### config.mk
export PLATFORM = sky130hd
export DESIGN_NAME = mlu
export DESIGN_NICKNAME = d
export VERILOG_FILES = /design/src/hdl/kpu_pkg.sv /design/src/hdl/mlu.sv
export VERILOG_INCLUDE_DIRS = /design/src /design/src/hdl
export SDC_FILE = /design/constraint.sdc
export NUM_CORES = 1
export LEC_CHECK = 0
export BUFFER_PORTS_ARGS = -buffer_cell sky130_fd_sc_hd__clkbuf_2
export CAP_MARGIN = 30
export CORE_MARGIN = 3
export CORE_UTILIZATION = 30
export DETAILED_ROUTE_END_ITERATION = 6
export PLACE_DENSITY_LB_ADDON = 0.3
export SYNTH_ARGS = -nofsm -noshare
export SYNTH_HDL_FRONTEND = slang
export SYNTH_SLANG_ARGS = --single-unit
### constraint.sdc
create_clock -name vclk -period 4.1
set_input_delay 0.615 -clock vclk [all_inputs]
set_output_delay 0.615 -clock vclk [all_outputs]
set_load 0.02 [all_outputs]
### src/hdl/kpu_params.svh
`ifndef KPU_PARAMS_SVH
`define KPU_PARAMS_SVH

// Bus and data path width
`define KPU_WIDTH 32

// General register file
`define KPU_REGS 32
`define KPU_REG_BITS 5

// Data memory depth in words, indexed by the low bits of tmp0
`define KPU_MEM_WORDS 256

`endif
### src/hdl/kpu_pkg.sv
`include "kpu_params.svh"

package kpu_pkg;

  // Unlisted codes decode as NOP
  typedef enum logic [5:0] {
    OP_NOP = 6'd0,
    OP_ADD = 6'd1,
    OP_SUB = 6'd2,
    OP_AND = 6'd3,
    OP_OR  = 6'd4,
    OP_XOR = 6'd5,
    OP_SHL = 6'd6,
    OP_SHR = 6'd7,
    OP_SAR = 6'd8,
    OP_LDI = 6'd9,
    OP_LD  = 6'd10,
    OP_ST  = 6'd11
  } kpu_opcode_e;

  typedef enum logic [2:0] {
    S_FETCH, S_LOAD_A, S_LOAD_B, S_EXEC, S_STORE, S_WRITE
  } kpu_state_e;

  typedef enum logic [2:0] {
    BUS_NONE, BUS_REG, BUS_TMP0, BUS_MLU, BUS_SHIFTER, BUS_MMU, BUS_IMM
  } bus_src_e;

  typedef enum logic [1:0] {
    SEL_DST   = 2'd0,
    SEL_SRC_A = 2'd1,
    SEL_SRC_B = 2'd2
  } reg_sel_e;

  typedef enum logic [2:0] {MLU_ADD, MLU_SUB, MLU_AND, MLU_OR, MLU_XOR} mlu_op_e;

  typedef enum logic [1:0] {SH_SHL, SH_SHR, SH_SAR} shift_op_e;

  // Register form of the operand fields
  typedef struct packed {
    logic [10:0]             rsvd;
    logic [`KPU_REG_BITS-1:0] src_b;
    logic [`KPU_REG_BITS-1:0] src_a;
    logic [`KPU_REG_BITS-1:0] dst;
  } kpu_reg_fields_t;

  // Immediate form, imm overlays src_b
  typedef struct packed {
    logic [15:0]             imm;
    logic [`KPU_REG_BITS-1:0] src_a;
    logic [`KPU_REG_BITS-1:0] dst;
  } kpu_imm_fields_t;

  typedef union packed {
    kpu_reg_fields_t r;
    kpu_imm_fields_t i;
  } kpu_fields_u;

  typedef struct packed {
    kpu_fields_u f;
    kpu_opcode_e opcode;
  } kpu_opword_t;

  typedef struct packed {
    bus_src_e  bus_src;
    reg_sel_e  reg_sel;
    logic      reg_we;
    logic      tmp0_we;
    logic      tmp1_we;
    logic      mem_we;
    mlu_op_e   mlu_op;
    shift_op_e shift_op;
  } kpu_ctrl_t;

  typedef struct packed {
    logic [`KPU_REG_BITS-1:0] reg_idx;
    logic [`KPU_WIDTH-1:0]    data;
  } kpu_wb_t;

endpackage

### src/hdl/mlu.sv
`include "kpu_params.svh"

module mlu import kpu_pkg::*; (
  input  logic [`KPU_WIDTH-1:0] a,
  input  logic [`KPU_WIDTH-1:0] b,
  input  mlu_op_e               op,
  output logic [`KPU_WIDTH-1:0] result
);

  // Add and subtract wrap, carry out is dropped
  always_comb begin
    case (op)
      MLU_ADD: begin
        result = a + b;
      end
      MLU_SUB: begin
        result = a - b;
      end
      MLU_AND: begin
        result = a & b;
      end
      MLU_OR: begin
        result = a | b;
      end
      MLU_XOR: begin
        result = a ^ b;
      end
      default: begin
        result = '0;
      end
    endcase
  end

endmodule

==> Yosys cells after proc, flatten, opt, wreduce, memory -nomap -nowiden <==
Index checks and enable logic that the tools add are counted.
Widths: inputs -> output; s select.
{ "classes": {"n_addsub": 2, "eq_ne": 4, "muxes": 1, "bitwise_logic": 3, "reduce_logical": 1} }
{ "ops": {"columns": ["cell", "count"], "rows": [
  ["$pmux 32 s5", 1],
  ["$add 32x32->32", 1],
  ["$and 32x32->32", 1],
  ["$or 32x32->32", 1],
  ["$sub 32x32->32", 1],
  ["$xor 32x32->32", 1],
  ["$eq 3x2->1 const B", 2],
  ["$eq 3x1->1 const B", 1],
  ["$eq 3x3->1 const B", 1],
  ["$logic_not 3->1", 1]
]} }
{ "word_totals": {"ff_bits": 0, "inputBits": 67, "output_inout_bits": 32, "word_cells": 11} }

==> Depth between registers and ports, before layout <==
{ "logic_depth": {"depth_word": 2, "ltp_mapped": 18, "mapped_depth_nobuf": 17} }

==> Worst setup path before layout <==
OpenSTA, ideal clock, no wires.
{ "synth_path": {"path_kind": "input to output", "start": "in op[1]", "end": "out result[23]", "arrival_time_ps": 3954, "required_ps": 3485, "path_slack_ps": -469, "path_stages": 15, "n_path_buf": 2, "path_cell_list": "or2_2 -> clkbuf_1 -> nor2_1 -> clkbuf_1 -> nor2_1 -> xnor2_1 -> ha_1 -> and3_1 -> a221o_1 -> o311ai_2 -> nand3_1 -> a21oi_2 -> o21ai_1 -> xnor2_1 -> o21ai_0"} }
{ "synth_between": {"elab_chain_len": 2, "elab_cells_between_ends": 6, "cone_classes": "4 x eq/ne; 1 x mux; 1 x reduce/logical"} }
{ "synth_rtl": {"columns": ["element", "line_no", "rtl"], "rows": [
  ["from (decl)", "mlu.sv:6", "input mlu_op_e op,"],
  ["$eq 3x3->1, or another cell as far along", "mlu.sv:12", "case (op)"],
  ["$pmux 32 s5 *", "mlu.sv:12", null],
  ["to (decl)", "mlu.sv:7", "output logic [`KPU_WIDTH-1:0] result"]
]} }
Mark *: on every way between the ends. The rest lies on a longest branch, timed or not.

==> Final worst setup path <==
{ "layout_path": {"start": "in b[3]", "end": "out result[30]"} }
{ "layout_between": {"elab_chain_len": 2, "elab_cells_between_ends": 3, "cone_classes": "2 x add/sub; 1 x mux"} }
{ "layout_rtl": {"columns": ["element", "line_no", "rtl"], "rows": [
  ["from (decl)", "mlu.sv:5", "input logic [`KPU_WIDTH-1:0] b,"],
  ["$sub 32x32->32 / $add 32x32->32 (equally long branches)", "mlu.sv:17, mlu.sv:14", null],
  ["$pmux 32 s5 *", "mlu.sv:12", null]
]} }
Marks and branches as above.

==> metrics <==
cell count after synthesis=between 600 and 700; pwr/cell area=between 150 and 200 mW/mm^2; drt wl/cell=roughly 15 um; critical path type=input pin to primary output; DR vias/cell=~5.1; antenna viol nets, final=0; largest net degree at the start of global routing=44; Die ar.=between 0.015 and 0.02 mm^2; CP arrival=~3.9 ns; drt pass-1 iters=4; HP Class=input pin to primary output; Final Setup Violations=19; slowest cell on the critical path=or3_4; flip-flop and latch count=0; setup ws final=-0.372 ns; Cell Area, Synth=~0.0042 mm^2; largest delay contributor family on the critical path=simple AND/OR/NAND/NOR gates; Crit Path Max Fanout=4; CP Capture Type=primary output; fmax=roughly 0.22 GHz; Hold Path Origin=b[31]; non-filler cells, final=about 1000; yosys warns=0; GRT overflow=0; Final nets=between 1000 and 1500; highest routed layer=met4; WL final=roughly 15 mm; Worst-Margin Slew=between 0.7 and 0.8 ns; Critical Path Stages=18; Post-Route M1 WL=7.16 mm; fin area=0.00656 mm^2; worst hold stages=6; CP Cell Sequence=buf_8 -> nor4_4 -> and2_4 -> nand3_4 -> nor4_4 -> buf_4 -> nor2_2 -> xnor2_1 -> ha_1 -> buf_4 -> buf_6 -> nand4_1 -> or3_4 -> o21ba_4 -> o31a_1 -> mux2i_1 -> o21ai_2 -> clkbuf_8; die height=approximately 120 um; worst vdd ir=~0.000090 V; Final Util=between 40 and 50%; Buf/Inv on CP=5; drc violations=0; RSZ-0062 raised after global routing=true; period utilization=109%; core box area=0.0135 mm^2; met3 WL post-DR=~500 um; syn_nets=between 700 and 800; Yosys cell types=54; number of port buffers=99; commonest non-fill, non-tap cell in the layout=buf_4; vias=between 5000 and 6000; layout cells sized above 1=39.9%; max-capacitance violation count=0; commonest non-fill, non-tap cells in the layout=buf_4, ha_1, clkbuf_2; hold endpoint=result[31]; Final Critical Period=4.47 ns; outcome=complete, but fails checks; Final Max Tran Viols=0; Setup crit start kind=input pin; Lkg Pwr=3.29 nW; cell area after placement=a little under 0.006 mm^2; vias in the first global route=4831; Final Wtd Congestion=0.882; dpl cells=approximately 1000; I/O Pins=99; Slew HR=around half; # rows=42; gr usage total=18.0%; Starting Density=a little under a third; die width=approximately 120 um; synthesis-to-layout area growth=56.6%; FF+latch area=0 um^2; Iter 0 DRT Violations=~150; Seq/Total Area, Yosys=0%; first-pass GRT wire length=~23 mm; CLK BUF=0; ant diodes=0; initial antenna violation count=0; Design Power=1.14 mW; CP required=about 3.5 ns; Post-Syn Area per Cell=around 6.8 um^2; largest stage delay on the critical path=between 0.3 and 0.4 ns; met2 wire length=slightly above 7 mm; violated checks=setup timing; Detailed Place HPWL=11.9 mm; Fin. Hold Viols=0
-- per-layer routing --
layer / vias up / track usage (%)
met3: 9 / 1.27
met4: 0 / 1.37
li1: 2657 / -
met2: 86 / 31.7
met5: - / 0
met1: 2426 / 25.1
-- cells in the mapped netlist, drive strengths merged, types with 3 or more instances --
master,count,area share [%]
o22ai,5,0.75
o21bai,3,0.54
clkbuf,26,2.3
a211oi,17,3.2
and3,5,0.78
o211ai,5,0.90
nor2,59,5.3
a41oi,3,0.63
a21oi,69,8.5
nand2b,6,0.90
inv,70,6.3
o21a,5,0.90
buf,4,0.42
nand4,8,1.2
xnor2,45,9.4
nand3,7,0.84
a21o,12,2.2
ha,96,29
o31ai,4,0.84
o221ai,5,1.0
a31oi,19,2.8
nor2b,4,0.60
o21ai,48,5.7
nand2,35,3.1
o31a,5,1.0
nor3,4,0.48
nor4,6,1.3
and2,4,0.60
xor2,12,2.5
and4,5,1.0
-- per-stage QoR --
step	TNS [ns]	hold WS (ns)	worst slack (ns)
6_report	-4.42	1.75	-0.372
3_5_place_dp	-7.03	1.78	-0.591
2_1_floorplan	-0.111	1.49	-0.0693
5_1_grt	-8.08	1.80	-0.564
4_1_cts	-3.84	1.78	-0.329
3_3_place_gp	-7.25	1.77	-0.586
-- power by group --
group	switching (mW)	internal [mW]	total [mW]
combinational	0.585	0.550	1.14
clock	0	0	0
sequential	0	0	0
-- cell families (layout without fill, tap and decap cells) --
family	after synthesis	count (layout)	synth area share, %
adders and majority gates	97	97	29.2
and+or+nand+nor	153	153	17.8
muxes	2	2	0.478
AOI/OAI and AO/OA	210	210	31.5
buffers and inverters	101	330	9.12
xor gates and xnor gates	57	57	11.9
-- repair_timing --
action / 4_1_cts / 5_1_grt
gates cloned: 0 / 0
setup endpoints to repair: 22 / 24
buffers inserted: 11 / 10
pin swaps: 46 / 40
hold buffers: 0 / 0
resized for setup: 59 / 78
-- cell type report --
type               instances  area, um^2
fillers                 1372        6900
multi-input cells        519        4240
repair buffers           259        1830
inverters                 71         267
well taps                176         220
-- how the worst max path moves through the flow --
stage	start	to	slack (ns)
2_1_floorplan	b[4]	result[30]	-0.07
3_3_place_gp	b[4]	result[31]	-0.59
3_5_place_dp	b[4]	result[31]	-0.59
4_1_cts	b[3]	result[31]	-0.33
5_1_grt	b[3]	result[31]	-0.56
6_report	b[3]	result[30]	-0.37
-- tightest hold or removal path: cells and delay by family --
family	cells	cell delay [ns]
adder cells (fa/ha/maj)	1	0.11
AO/OA/AOI/OAI	2	0.11
buffers and inverters	3	0.29
No activity file was read; power rests on OpenSTA's default activity.
