## src/hdl/kpu_params.svh

```systemverilog
`ifndef KPU_PARAMS_SVH
`define KPU_PARAMS_SVH

// Bus and data path width
`define KPU_WIDTH 32

// General register file
`define KPU_REGS 32
`define KPU_REG_BITS 5

// Data memory depth in words, indexed by the low bits of tmp0
`define KPU_MEM_WORDS 256

`endif
```

## src/hdl/kpu_pkg.sv

```systemverilog
`include "kpu_params.svh"

package kpu_pkg;

  // Unlisted codes decode as NOP
  typedef enum logic [5:0] {
    OP_NOP = 6'd0,
    OP_ADD = 6'd1,
    OP_SUB = 6'd2,
    OP_AND = 6'd3,
    OP_OR  = 6'd4,
    OP_XOR = 6'd5,
    OP_SHL = 6'd6,
    OP_SHR = 6'd7,
    OP_SAR = 6'd8,
    OP_LDI = 6'd9,
    OP_LD  = 6'd10,
    OP_ST  = 6'd11
  } kpu_opcode_e;

  typedef enum logic [2:0] {
    S_FETCH, S_LOAD_A, S_LOAD_B, S_EXEC, S_STORE, S_WRITE
  } kpu_state_e;

  typedef enum logic [2:0] {
    BUS_NONE, BUS_REG, BUS_TMP0, BUS_MLU, BUS_SHIFTER, BUS_MMU, BUS_IMM
  } bus_src_e;

  typedef enum logic [1:0] {
    SEL_DST   = 2'd0,
    SEL_SRC_A = 2'd1,
    SEL_SRC_B = 2'd2
  } reg_sel_e;

  typedef enum logic [2:0] {MLU_ADD, MLU_SUB, MLU_AND, MLU_OR, MLU_XOR} mlu_op_e;

  typedef enum logic [1:0] {SH_SHL, SH_SHR, SH_SAR} shift_op_e;

  // Register form of the operand fields
  typedef struct packed {
    logic [10:0]             rsvd;
    logic [`KPU_REG_BITS-1:0] src_b;
    logic [`KPU_REG_BITS-1:0] src_a;
    logic [`KPU_REG_BITS-1:0] dst;
  } kpu_reg_fields_t;

  // Immediate form, imm overlays src_b
  typedef struct packed {
    logic [15:0]             imm;
    logic [`KPU_REG_BITS-1:0] src_a;
    logic [`KPU_REG_BITS-1:0] dst;
  } kpu_imm_fields_t;

  typedef union packed {
    kpu_reg_fields_t r;
    kpu_imm_fields_t i;
  } kpu_fields_u;

  typedef struct packed {
    kpu_fields_u f;
    kpu_opcode_e opcode;
  } kpu_opword_t;

  typedef struct packed {
    bus_src_e  bus_src;
    reg_sel_e  reg_sel;
    logic      reg_we;
    logic      tmp0_we;
    logic      tmp1_we;
    logic      mem_we;
    mlu_op_e   mlu_op;
    shift_op_e shift_op;
  } kpu_ctrl_t;

  typedef struct packed {
    logic [`KPU_REG_BITS-1:0] reg_idx;
    logic [`KPU_WIDTH-1:0]    data;
  } kpu_wb_t;

endpackage

```

## src/hdl/control_logic.sv

```systemverilog
`include "kpu_params.svh"

module control_logic import kpu_pkg::*; (
  input  logic                  clk,
  input  logic                  rst,
  input  kpu_opword_t           op_in,
  input  logic                  op_valid,
  input  logic                  wb_ready,
  input  logic [`KPU_WIDTH-1:0] bus,
  output logic                  op_ready,
  output kpu_opword_t           opword,
  output kpu_ctrl_t             ctrl,
  output kpu_wb_t               wb,
  output logic                  wb_valid
);

  kpu_state_e state;
  kpu_state_e state_next;
  logic       accept;

  assign op_ready = (state == S_FETCH);
  assign wb_valid = (state == S_WRITE);
  assign accept   = op_ready && op_valid;

  // Write-back carries whatever the bus holds in WRITE
  assign wb.reg_idx = opword.f.r.dst;
  assign wb.data    = bus;

  always_ff @(posedge clk) begin
    if (accept) begin
      opword <= op_in;
    end
  end

  always_ff @(posedge clk) begin
    if (rst) begin
      state <= S_FETCH;
    end else begin
      state <= state_next;
    end
  end

  // Next state
  always_comb begin
    state_next = state;
    case (state)
      S_FETCH: begin
        if (op_valid) begin
          case (op_in.opcode)
            OP_ADD, OP_SUB, OP_AND, OP_OR, OP_XOR,
            OP_SHL, OP_SHR, OP_SAR, OP_LD, OP_ST: state_next = S_LOAD_A;
            OP_LDI:                               state_next = S_WRITE;
            default:                              state_next = S_FETCH;
          endcase
        end
      end
      S_LOAD_A: begin
        case (opword.opcode)
          OP_LD:   state_next = S_WRITE;
          OP_ST:   state_next = S_STORE;
          default: state_next = S_LOAD_B;
        endcase
      end
      S_LOAD_B: state_next = S_WRITE;
      S_STORE:  state_next = S_FETCH;
      S_WRITE: begin
        // Hold until the write-back is taken
        if (wb_ready) begin
          state_next = S_FETCH;
        end
      end
      // EXEC is not entered by any opcode
      default:  state_next = S_FETCH;
    endcase
  end

  // Control plane
  always_comb begin
    ctrl = '0;

    case (opword.opcode)
      OP_SUB:  ctrl.mlu_op = MLU_SUB;
      OP_AND:  ctrl.mlu_op = MLU_AND;
      OP_OR:   ctrl.mlu_op = MLU_OR;
      OP_XOR:  ctrl.mlu_op = MLU_XOR;
      default: ctrl.mlu_op = MLU_ADD;
    endcase

    case (opword.opcode)
      OP_SHR:  ctrl.shift_op = SH_SHR;
      OP_SAR:  ctrl.shift_op = SH_SAR;
      default: ctrl.shift_op = SH_SHL;
    endcase

    case (state)
      S_LOAD_A: begin
        ctrl.bus_src = BUS_REG;
        ctrl.reg_sel = SEL_SRC_A;
        ctrl.tmp0_we = 1'b1;
      end
      S_LOAD_B: begin
        ctrl.bus_src = BUS_REG;
        ctrl.reg_sel = SEL_SRC_B;
        ctrl.tmp1_we = 1'b1;
      end
      S_STORE: begin
        // Address already sits in tmp0
        ctrl.bus_src = BUS_REG;
        ctrl.reg_sel = SEL_SRC_B;
        ctrl.mem_we  = 1'b1;
      end
      S_WRITE: begin
        ctrl.reg_sel = SEL_DST;
        ctrl.reg_we  = wb_ready;
        case (opword.opcode)
          OP_SHL, OP_SHR, OP_SAR: ctrl.bus_src = BUS_SHIFTER;
          OP_LDI:                 ctrl.bus_src = BUS_IMM;
          OP_LD:                  ctrl.bus_src = BUS_MMU;
          default:                ctrl.bus_src = BUS_MLU;
        endcase
      end
      default: ctrl.bus_src = BUS_NONE;
    endcase
  end

  // A stalled write-back must not change under the consumer
  a_wb_stable: assert property (@(posedge clk) disable iff (rst)
    wb_valid && !wb_ready |=> wb_valid && $stable(wb));

endmodule

```

## config.mk

```make
export PLATFORM = sky130hd
export DESIGN_NAME = control_logic
export DESIGN_NICKNAME = d
export VERILOG_FILES = /design/src/hdl/kpu_pkg.sv /design/src/hdl/control_logic.sv
export VERILOG_INCLUDE_DIRS = /design/src /design/src/hdl
export SDC_FILE = /design/constraint.sdc
export NUM_CORES = 1
export LEC_CHECK = 0
export ABC_AREA = 1
export ABC_CLOCK_PERIOD_IN_PS = 5300
export BUFFER_PORTS_ARGS = -buffer_cell sky130_fd_sc_hd__buf_2
export CAP_MARGIN = 20
export CELL_PAD_IN_SITES_DETAIL_PLACEMENT = 0
export CELL_PAD_IN_SITES_GLOBAL_PLACEMENT = 2
export CORE_MARGIN = 4
export CORE_UTILIZATION = 21
export CTS_BUF_LIST = sky130_fd_sc_hd__clkbuf_2
export DETAILED_ROUTE_END_ITERATION = 6
export GPL_ROUTABILITY_DRIVEN = 0
export PLACE_DENSITY = 0.87
export SLEW_MARGIN = 20
export SYNTH_ARGS = -nofsm -noshare
export SYNTH_HDL_FRONTEND = slang
export SYNTH_SLANG_ARGS = --single-unit
```

## constraint.sdc

```tcl
create_clock -name clk -period 5.3 [get_ports clk]
set_clock_uncertainty 0.1 [all_clocks]
set_input_delay 1.325 -clock clk [delete_from_list [all_inputs] [get_ports clk]]
set_output_delay 1.325 -clock clk [all_outputs]
set_load 0.05 [all_outputs]
```

=== Word level (Yosys, flattened, before mapping) ===
Memories as Yosys holds them, arrays and structs flattened.
Cells that the tools add are included.

* Bits in latches: 0
* Bits in read-only memories: 32
* Bits in writable memories: 0
* Word-level logic and storage cells: 41
* Register bits: 35
* Input bits: 68
* Memories: 1

* Div/mod/pow operators: 0
* Add/sub/neg operators: 0
* Equality and inequality tests: 16
* Reductions and logical operators: 7
* Mux-type cells: 14
* Shifts and indexed selects: 0
* Multipliers: 0
* $lt $le $gt $ge: 0
* Bitwise gates (word level): 0

{| class="wikitable"
|+ Memory list
! name !! depth !! width !! rd ports !! clocked after memory_dff !! wr ports !! line !! RTL
|-
| (no name shown) || 16 || 2 || 1 || 0 || 0 || control_logic.sv:49 || <nowiki>case (op_in.opcode)</nowiki>
|}

{| class="wikitable"
|+ Operators with widths
! kind !! number
|-
| $eq A6 B3 Y1 const B || 4
|-
| $eq A6 B4 Y1 const B || 4
|-
| $pmux W3 S4 || 2
|-
| $eq A6 B2 Y1 const B || 2
|-
| $pmux W3 S2 || 2
|-
| $mux W3 || 3
|-
| $pmux W3 S3 || 1
|-
| $pmux W2 S2 || 2
|-
| $eq A3 B3 Y1 const B || 2
|-
| $reduce_or A3 Y1 || 2
|-
| $mux W1 || 4
|-
| $ne A2 B2 Y1 const B || 2
|-
| $eq A3 B1 Y1 const B || 1
|-
| $eq A3 B2 Y1 const B || 1
|-
| $logic_not A3 Y1 || 1
|-
| $logic_not A2 Y1 || 1
|-
| $reduce_and A2 Y1 || 1
|-
| $reduce_or A2 Y1 || 1
|-
| $logic_and A1 B1 Y1 || 1
|}

=== Logic depth before layout (Yosys ltp) ===
Gate-level depths: netlist of run 1.

* Depth after elaboration: 4
* Depth in mapped cells: 8

=== Worst setup path after synthesis of run 1 ===
OpenSTA, ideal clock, no wires.

* Path kind: register -> output
* Start: register opword[1] (netlist name)
* End: output ctrl[2] (netlist name)
* Cell stages (with the launch flop): 5
* Data required time: 3875 ps
* Arrival time: 2138 ps
* Path slack: 1737 ps
* Buffers on the path: 0
* Path through: edfxtp_1 -> inv_1 -> nor2_1 -> inv_1 -> o21ai_0

{| class="wikitable"
|+ RTL lines
! what !! line !! RTL
|-
| start, declared || control_logic.sv:11 || <nowiki>output kpu_opword_t opword,</nowiki>
|-
| start signal, assigned || control_logic.sv:31 || <nowiki>opword <= op_in;</nowiki>
|-
| end, declared || control_logic.sv:12 || <nowiki>output kpu_ctrl_t ctrl,</nowiki>
|}

==> impl_metrics.ini, run 1 <==
[run_status]
status = complete, no violations

[critical_path]
crit_fanout = 2
reg2reg_depth = 4
path_depth = 4
cp_num_buf_inv = 3
slowest_delay_ps = 260
arrival_ps = 1780
cp_cell_sequence = buf_2, inv_1, nor2_1, buf_2
regToRegStartpoint = state[2]
r2r_setup_slack_ps = 3310
endpoint_kind = output port
cpMaxStageDelayCell = buf_2
crit_top_cell = buf_2
required_ps = 3880
start_kind = input port
crit_type = input port to output port
rr_endpoint = opword[12]
critical-path-top-delay-family = buffers and inverters

[drt]
wl_per_cell_um = 11.7
num_vias = 1146
drtAntennaViolNets = 0
routed_wl_mm = 3.63
drc = 0
drt-initial-drc-count = 17
firstDrtPassIters = 4
viasPerCell = 3.68

[sta]
fin_setup_tns_ps = 0
setup_viol_count_final = 0
drv_slew = 0
slew_headroom_pct = 49.8
final.min_clock_period_ps = 3210
setup_ws_ps = 2090
tightest_slew_ps = 752
hold_violations = 0
max_clock_freq_ghz = 0.312
grt_setup_unrepaired = no
period_share_pct = 60.5

[hold_path]
holdPathStages = 2
hold_end = state[1]
worstHoldStart = state[0]
hp-class = flip-flop to flip-flop

[layout]
drive_gt1_share_pct = 54.1
n_fill_cell = 820
num_antenna_cells = 0
layout.nets = 276
area_delta_synth_final_pct = 21.3

[place]
hpwl_mm = 3.07
place_ws_ps = 2090
numPortBuffers = 88

[clock_tree]
ctsResizeCount = 0
htree_levels = 2
root_buffer = clkbuf_2
numCtsBuffers = 5
holdBufCountCts = 0
cts_buffer_depth = 2
clk_pin_slew_ps = 180
post_cts_buffers = 0
clkLatencyLatePin_ps = 360
cts_tree = yes
cts_num_sinks = 35

[global_routing]
antenna_found_initial = 1
overflow = 0
grt_pass1_vias = 1250
grt_pass1_wl_mm = 5.94
grt_max_degree = 19
grt_use_total_pct = 7.84

[power]
power_uw = 625
powerDensity_nw_per_um2 = 308
ir_drop_v = 0.000155
p_leak_uw = 0.000947

[floorplanning]
die_area_um2 = 9460
start_util_pct = 21.7
rows = 32
die_h_um = 97.3
io_pins = 153
die_w_um = 97.3
core_um2 = 7730

[synthesis]
synth.yosys.seq_area_share_pct = 61.0
yosys_warnings = 0
netlist_top_cells_area = edfxtp_1 (57%), buf_4 (17%), dfxtp_1 (3.6%), inv_1 (3.4%), nand2_1 (3.4%)
yosysTopAreaCell = edfxtp_1
syn_nets = 218
synth-seq-cells = 35
yosys.area.top_type_share_pct = 57.4
netlist_instances = 150
syn_area_um2 = 1670
syn_avg_cell_area_um2 = 11.2
netlist-cell-type-count = 21

[run]
cap_violations = 0
==> registers in the layout, summed over array words and instances (netlist names) <==
name	flops
opword	32
state	3
==> cells by family (layout without fill, tap and decap cells) <==
logic type / after synthesis / after routing / share of synthesized area, %
buf+inv: 57 / 116 / 21.3
simple gates: 48 / 48 / 13.8
flops: 35 / 35 / 61.0
compound gates: 10 / 10 / 3.89
==> how the worst max path moves through the flow <==
stage / startpoint / to / slack, ps
floorplan: opword[1] / ctrl[2] / 1740
global placement: wb_ready / ctrl[8] / 2090
detailed placement: wb_ready / ctrl[8] / 2090
CTS: wb_ready / ctrl[8] / 2080
global route: opword[2] / ctrl[13] / 1920
finish: wb_ready / ctrl[8] / 2090
==> final cells by class <==
type	count	area [um^2]	share of cell area (%)
Clock buffer	5	25.0	1.23
Clock inverter	3	38.8	1.91
Inverter	19	71.3	3.51
Multi-Input combinational cell	58	299	14.7
Sequential cell	35	1020	50.3
Tap cell	102	128	6.28
Timing Repair Buffer	89	448	22.1
==> routing by layer <==
metal	wire length [um]	vias up	GRT usage, %
met4	68	2	3.30
met1	1310	494	7.38
met2	1680	71	13.3
met5	8	-	0
met3	568	9	5.24
li1	-	570	-
==> per-stage QoR <==
stage               instances  cell area [um^2]  util [%]  hold slack, ps
detailed placement        303              1970      25.5             405
floorplan                 150              1670         -             383
global route              311              2030      26.3             459
finish                    311              2030      26.3             425
global placement          303              1970      25.5             403
CTS                       311              2030      26.3             429
==> cells in the final DEF, fill, tap and decap left out, types with 2 or more instances in the layout <==
| cell | instances |
|---|---|
| nand3_1 | 6 |
| nand3_2 | 2 |
| edfxtp_1 | 32 |
| inv_2 | 4 |
| a21oi_1 | 2 |
| dfxtp_1 | 3 |
| nor2_2 | 4 |
| nor3_1 | 3 |
| o21ai_0 | 3 |
| nor2_1 | 12 |
| nand2_1 | 15 |
| a21oi_2 | 3 |
| buf_2 | 88 |
| clkbuf_2 | 5 |
| nand2_2 | 2 |
| inv_1 | 15 |
==> cells in the mapped netlist <==
library cell,number
nor3_1,3
nor2_1,13
dfxtp_1,3
nand2_2,2
o21ai_1,1
o21ai_0,3
edfxtp_1,32
nor2_2,3
o21ai_2,1
nand3_1,6
buf_4,38
nand3_2,2
inv_1,15
nor2_4,1
nand2_1,15
a21oi_2,3
inv_2,4
nor4_1,1
nand4_1,1
a21oi_1,2
or2_1,1
==> tightest hold or removal path: stages (launching register included) <==
cell and delay [ps]:
dfxtp_1 380, nand2_2 90, nor4_1 50
==> where the power goes <==
part           internal (uW)  total [uW]  switching, uW
Sequential               322         329           7.05
Clock                   77.7         162           84.3
Combinational           29.0         134            105
(Power assumes the default switching activity.)
==> run 2: changes to the inputs <==
--- a/config.mk
+++ b/config.mk
@@ -6,18 +6,18 @@
 export SDC_FILE = /design/constraint.sdc
 export NUM_CORES = 1
 export LEC_CHECK = 0
-export ABC_AREA = 1
-export ABC_CLOCK_PERIOD_IN_PS = 5300
+export ABC_AREA = 0
+export ABC_CLOCK_PERIOD_IN_PS = 2600
 export BUFFER_PORTS_ARGS = -buffer_cell sky130_fd_sc_hd__buf_2
 export CAP_MARGIN = 20
 export CELL_PAD_IN_SITES_DETAIL_PLACEMENT = 0
 export CELL_PAD_IN_SITES_GLOBAL_PLACEMENT = 2
 export CORE_MARGIN = 4
-export CORE_UTILIZATION = 21
+export CORE_UTILIZATION = 19
 export CTS_BUF_LIST = sky130_fd_sc_hd__clkbuf_2
 export DETAILED_ROUTE_END_ITERATION = 6
 export GPL_ROUTABILITY_DRIVEN = 0
-export PLACE_DENSITY = 0.87
+export PLACE_DENSITY = 0.79
 export SLEW_MARGIN = 20
 export SYNTH_ARGS = -nofsm -noshare
 export SYNTH_HDL_FRONTEND = slang
==> constraint.sdc (replaced) <==
create_clock -name clk -period 2.6 [get_ports clk]
set_clock_uncertainty 0.1 [all_clocks]
set_input_delay 0.65 -clock clk [delete_from_list [all_inputs] [get_ports clk]]
set_output_delay 0.65 -clock clk [all_outputs]
set_load 0.05 [all_outputs]
==> run 2 against run 1 <==
Compared with the run above:
- die area grew 10%
- sequential power is 110% higher
- total power is 92% higher
- global-route usage decreased by 0.26 points
- clock-buffer cell count did not move
- hold slack got worse by 87 ps
- critical path depth is the same
- cell area up 4.9%
- setup slack got worse by 2000 ps
- sequential share of layout area down 2.2 points
- cell count is 5.5% lower
- routed wire length up 7.6%
- critical endpoint is now ctrl[13]
==> impl_metrics.ini, run 2 <==
[run]
cap_violations = 0

[synthesis]
yosysMostFrequentCell = buf_4
synth_edf_count = 32
yosysTopAreaCell = edfxtp_1
syn_avg_cell_area_um2 = 13.6
synth.yosys.seq_area_share_pct = 60.5
netlist_top_cells_area = edfxtp_1 (57%), buf_4 (18%), dfxtp_1 (3.6%), and2_1 (1.5%), nor4b_4 (1.4%)
synthArstFlopShare_pct = 0
syn_nets = 192
syn_area_um2 = 1690
synth-seq-cells = 35
yosys_most_used_dff = edfxtp_1
netlist_instances = 124
netlist-cell-type-count = 35
yosys_warnings = 0
yosys.area.top_type_share_pct = 56.9
synthTopCellsByCount = buf_4 (40), edfxtp_1 (32), nor2_1 (6), and2_1 (4)

[global_routing]
overflow = 0
grt_use_total_pct = 7.58
grt_max_degree = 33
grt_pass1_vias = 1117
antenna_found_initial = 2
grt_pass1_wl_mm = 5.87

[clock_tree]
htree_levels = 2
cts_buffer_depth = 2
root_buffer = clkbuf_2
numCtsBuffers = 5
clkLatencyLatePin_ps = 350
cts_tree = yes
cts_num_sinks = 35
clk_pin_slew_ps = 190

[layout]
largest_reg_flops = 32
seq_area_um2 = 1020
n_fill_cell = 943
num_antenna_cells = 0
final_area_um2 = 2130
multi_input_area_um2 = 393
area_delta_synth_final_pct = 26.2
reg_top3 = opword (32), state (3)
top_register = opword
final_cell_mix = buf_2 (82), edfxtp_1 (32), buf_4 (8)
layout.nets = 253
final_common_cell = buf_2
drive_gt1_share_pct = 64.0

[critical_path]
cp_num_buf_inv = 1
cpMaxStageDelayCell = edfxtp_1
start_kind = flip-flop
critical-path-top-delay-family = simple AND/OR/NAND/NOR gates
crit_fanout = 5
required_ps = 1850
slowest_delay_ps = 480
cp_cell_sequence = or3_4, nor2_4, o21a_1, buf_6
regToRegStartpoint = state[1]
arrival_ps = 1760
endpoint_kind = output port
crit_type = flip-flop to output port
setup.worst_path.start = opword[5]

[floorplanning]
die_w_um = 102
io_pins = 153
die_area_um2 = 10500
start_util_pct = 19.4
rows = 34
core_um2 = 8680
die_h_um = 102

[power]
clkPwrFrac_pct = 20.8
combPwrFrac_pct = 23.0
p_int_uw = 790
p_sw_uw = 412
powerDensity_nw_per_um2 = 564
swShare_pct = 34.2
ir_drop_v = 0.000272
p_leak_uw = 0.000902
seqPwrFrac_pct = 56.2

[sta]
period_share_pct = 96.5
hold_violations = 0
max_clock_freq_ghz = 0.399
final.min_clock_period_ps = 2510
setup_viol_count_final = 0
drv_slew = 0
hold_ws_ps = 337
grt_setup_unrepaired = yes
setup_ws_ps = 90.8
slew_headroom_pct = 72.8
tightest_slew_ps = 408

[place]
place_area_um2 = 1980
place_ws_ps = 315
numPortBuffers = 88

[drt]
drtAntennaViolNets = 0
drt-initial-drc-count = 19
num_vias = 1107
wl_per_cell_um = 13.3
routed_wl_mm = 3.91
viasPerCell = 3.77
firstDrtPassIters = 4
drc = 0

[hold_path]
worstHoldStart = op_in[16]
hp-class = input port to flip-flop

[run_status]
status = complete, no violations
run 2: cell count changes after synthesis, moves of 3 or more:
cell,delta
nand2_1,-12
nor2_2,-3
nand3_1,-4
a21oi_2,-3
and2_1,+4
inv_2,-4
inv_1,-12
nor2_1,-7
run 2: cell type report:
type                    count  share of cell area [%]
well taps                 108                    6.34
repair buffers             95                    24.5
inverters                   3                   0.528
clock buffers               5                    1.17
multi-input cells          45                    18.4
flip-flops and latches     35                    48.0
clock inverters             3                   0.940
run 2: path summary, 6_finish.rpt:
path,end,slack [ps],depth (start not counted)
min,opword[16],340,1
min reg2reg,state[1],530,1
max,ctrl[13],90,4
max reg2reg,opword[22],860,3
run 2: logic make-up (layout without fill, tap and decap cells):
kind of cell	Yosys count	count (layout)	synth area share, %
buf+inv	44	106	19.1
flops	35	35	60.5
simple gates	31	31	13.7
compound gates	12	12	5.56
xor+xnor	1	1	0.519
mux	1	1	0.593
run 2: routing by layer:
layer / vias to the layer above / track usage (%) / wire length, um
met1: 490 / 8.27 / 1470
met5: - / 0 / 20
met4: 4 / 3.43 / 55
met2: 77 / 11.4 / 1720
li1: 526 / - / -
met3: 10 / 5.12 / 650
run 2: repair_timing:
item                                    4_1_cts  5_1_grt
gates resized for setup                       7       12
cloned                                        0        0
buffers inserted                              2        4
hold buffers                                  0        0
pin swaps                                     1        4
endpoints found under the setup margin        5        6
run 2: power by group through the flow:
stage	Clock [uW]	Combinational (uW)	Sequential, uW
finish	250	277	675
global route	297	291	682
CTS	267	272	677
detailed placement	0	268	689
global placement	0	268	686
floorplan	0	214	801
run 2: metrics by stage:
stage | utilization [%] | cells | power (uW) | setup TNS (ps)
after floorplan | - | 124 | 1020 | 0
after global placement | 22.8 | 280 | 954 | 0
after detailed placement | 22.8 | 280 | 957 | 0
after CTS | 23.7 | 290 | 1220 | 0
after global routing | 24.6 | 294 | 1270 | -71.8
final | 24.6 | 294 | 1200 | 0
run 2: worst register-to-register path, delay by kind of cell (launching register included):
kind | cells | cell delay [ps]
buffers and inverters | 1 | 360
DFF | 1 | 470
and+or+nand+nor | 2 | 490
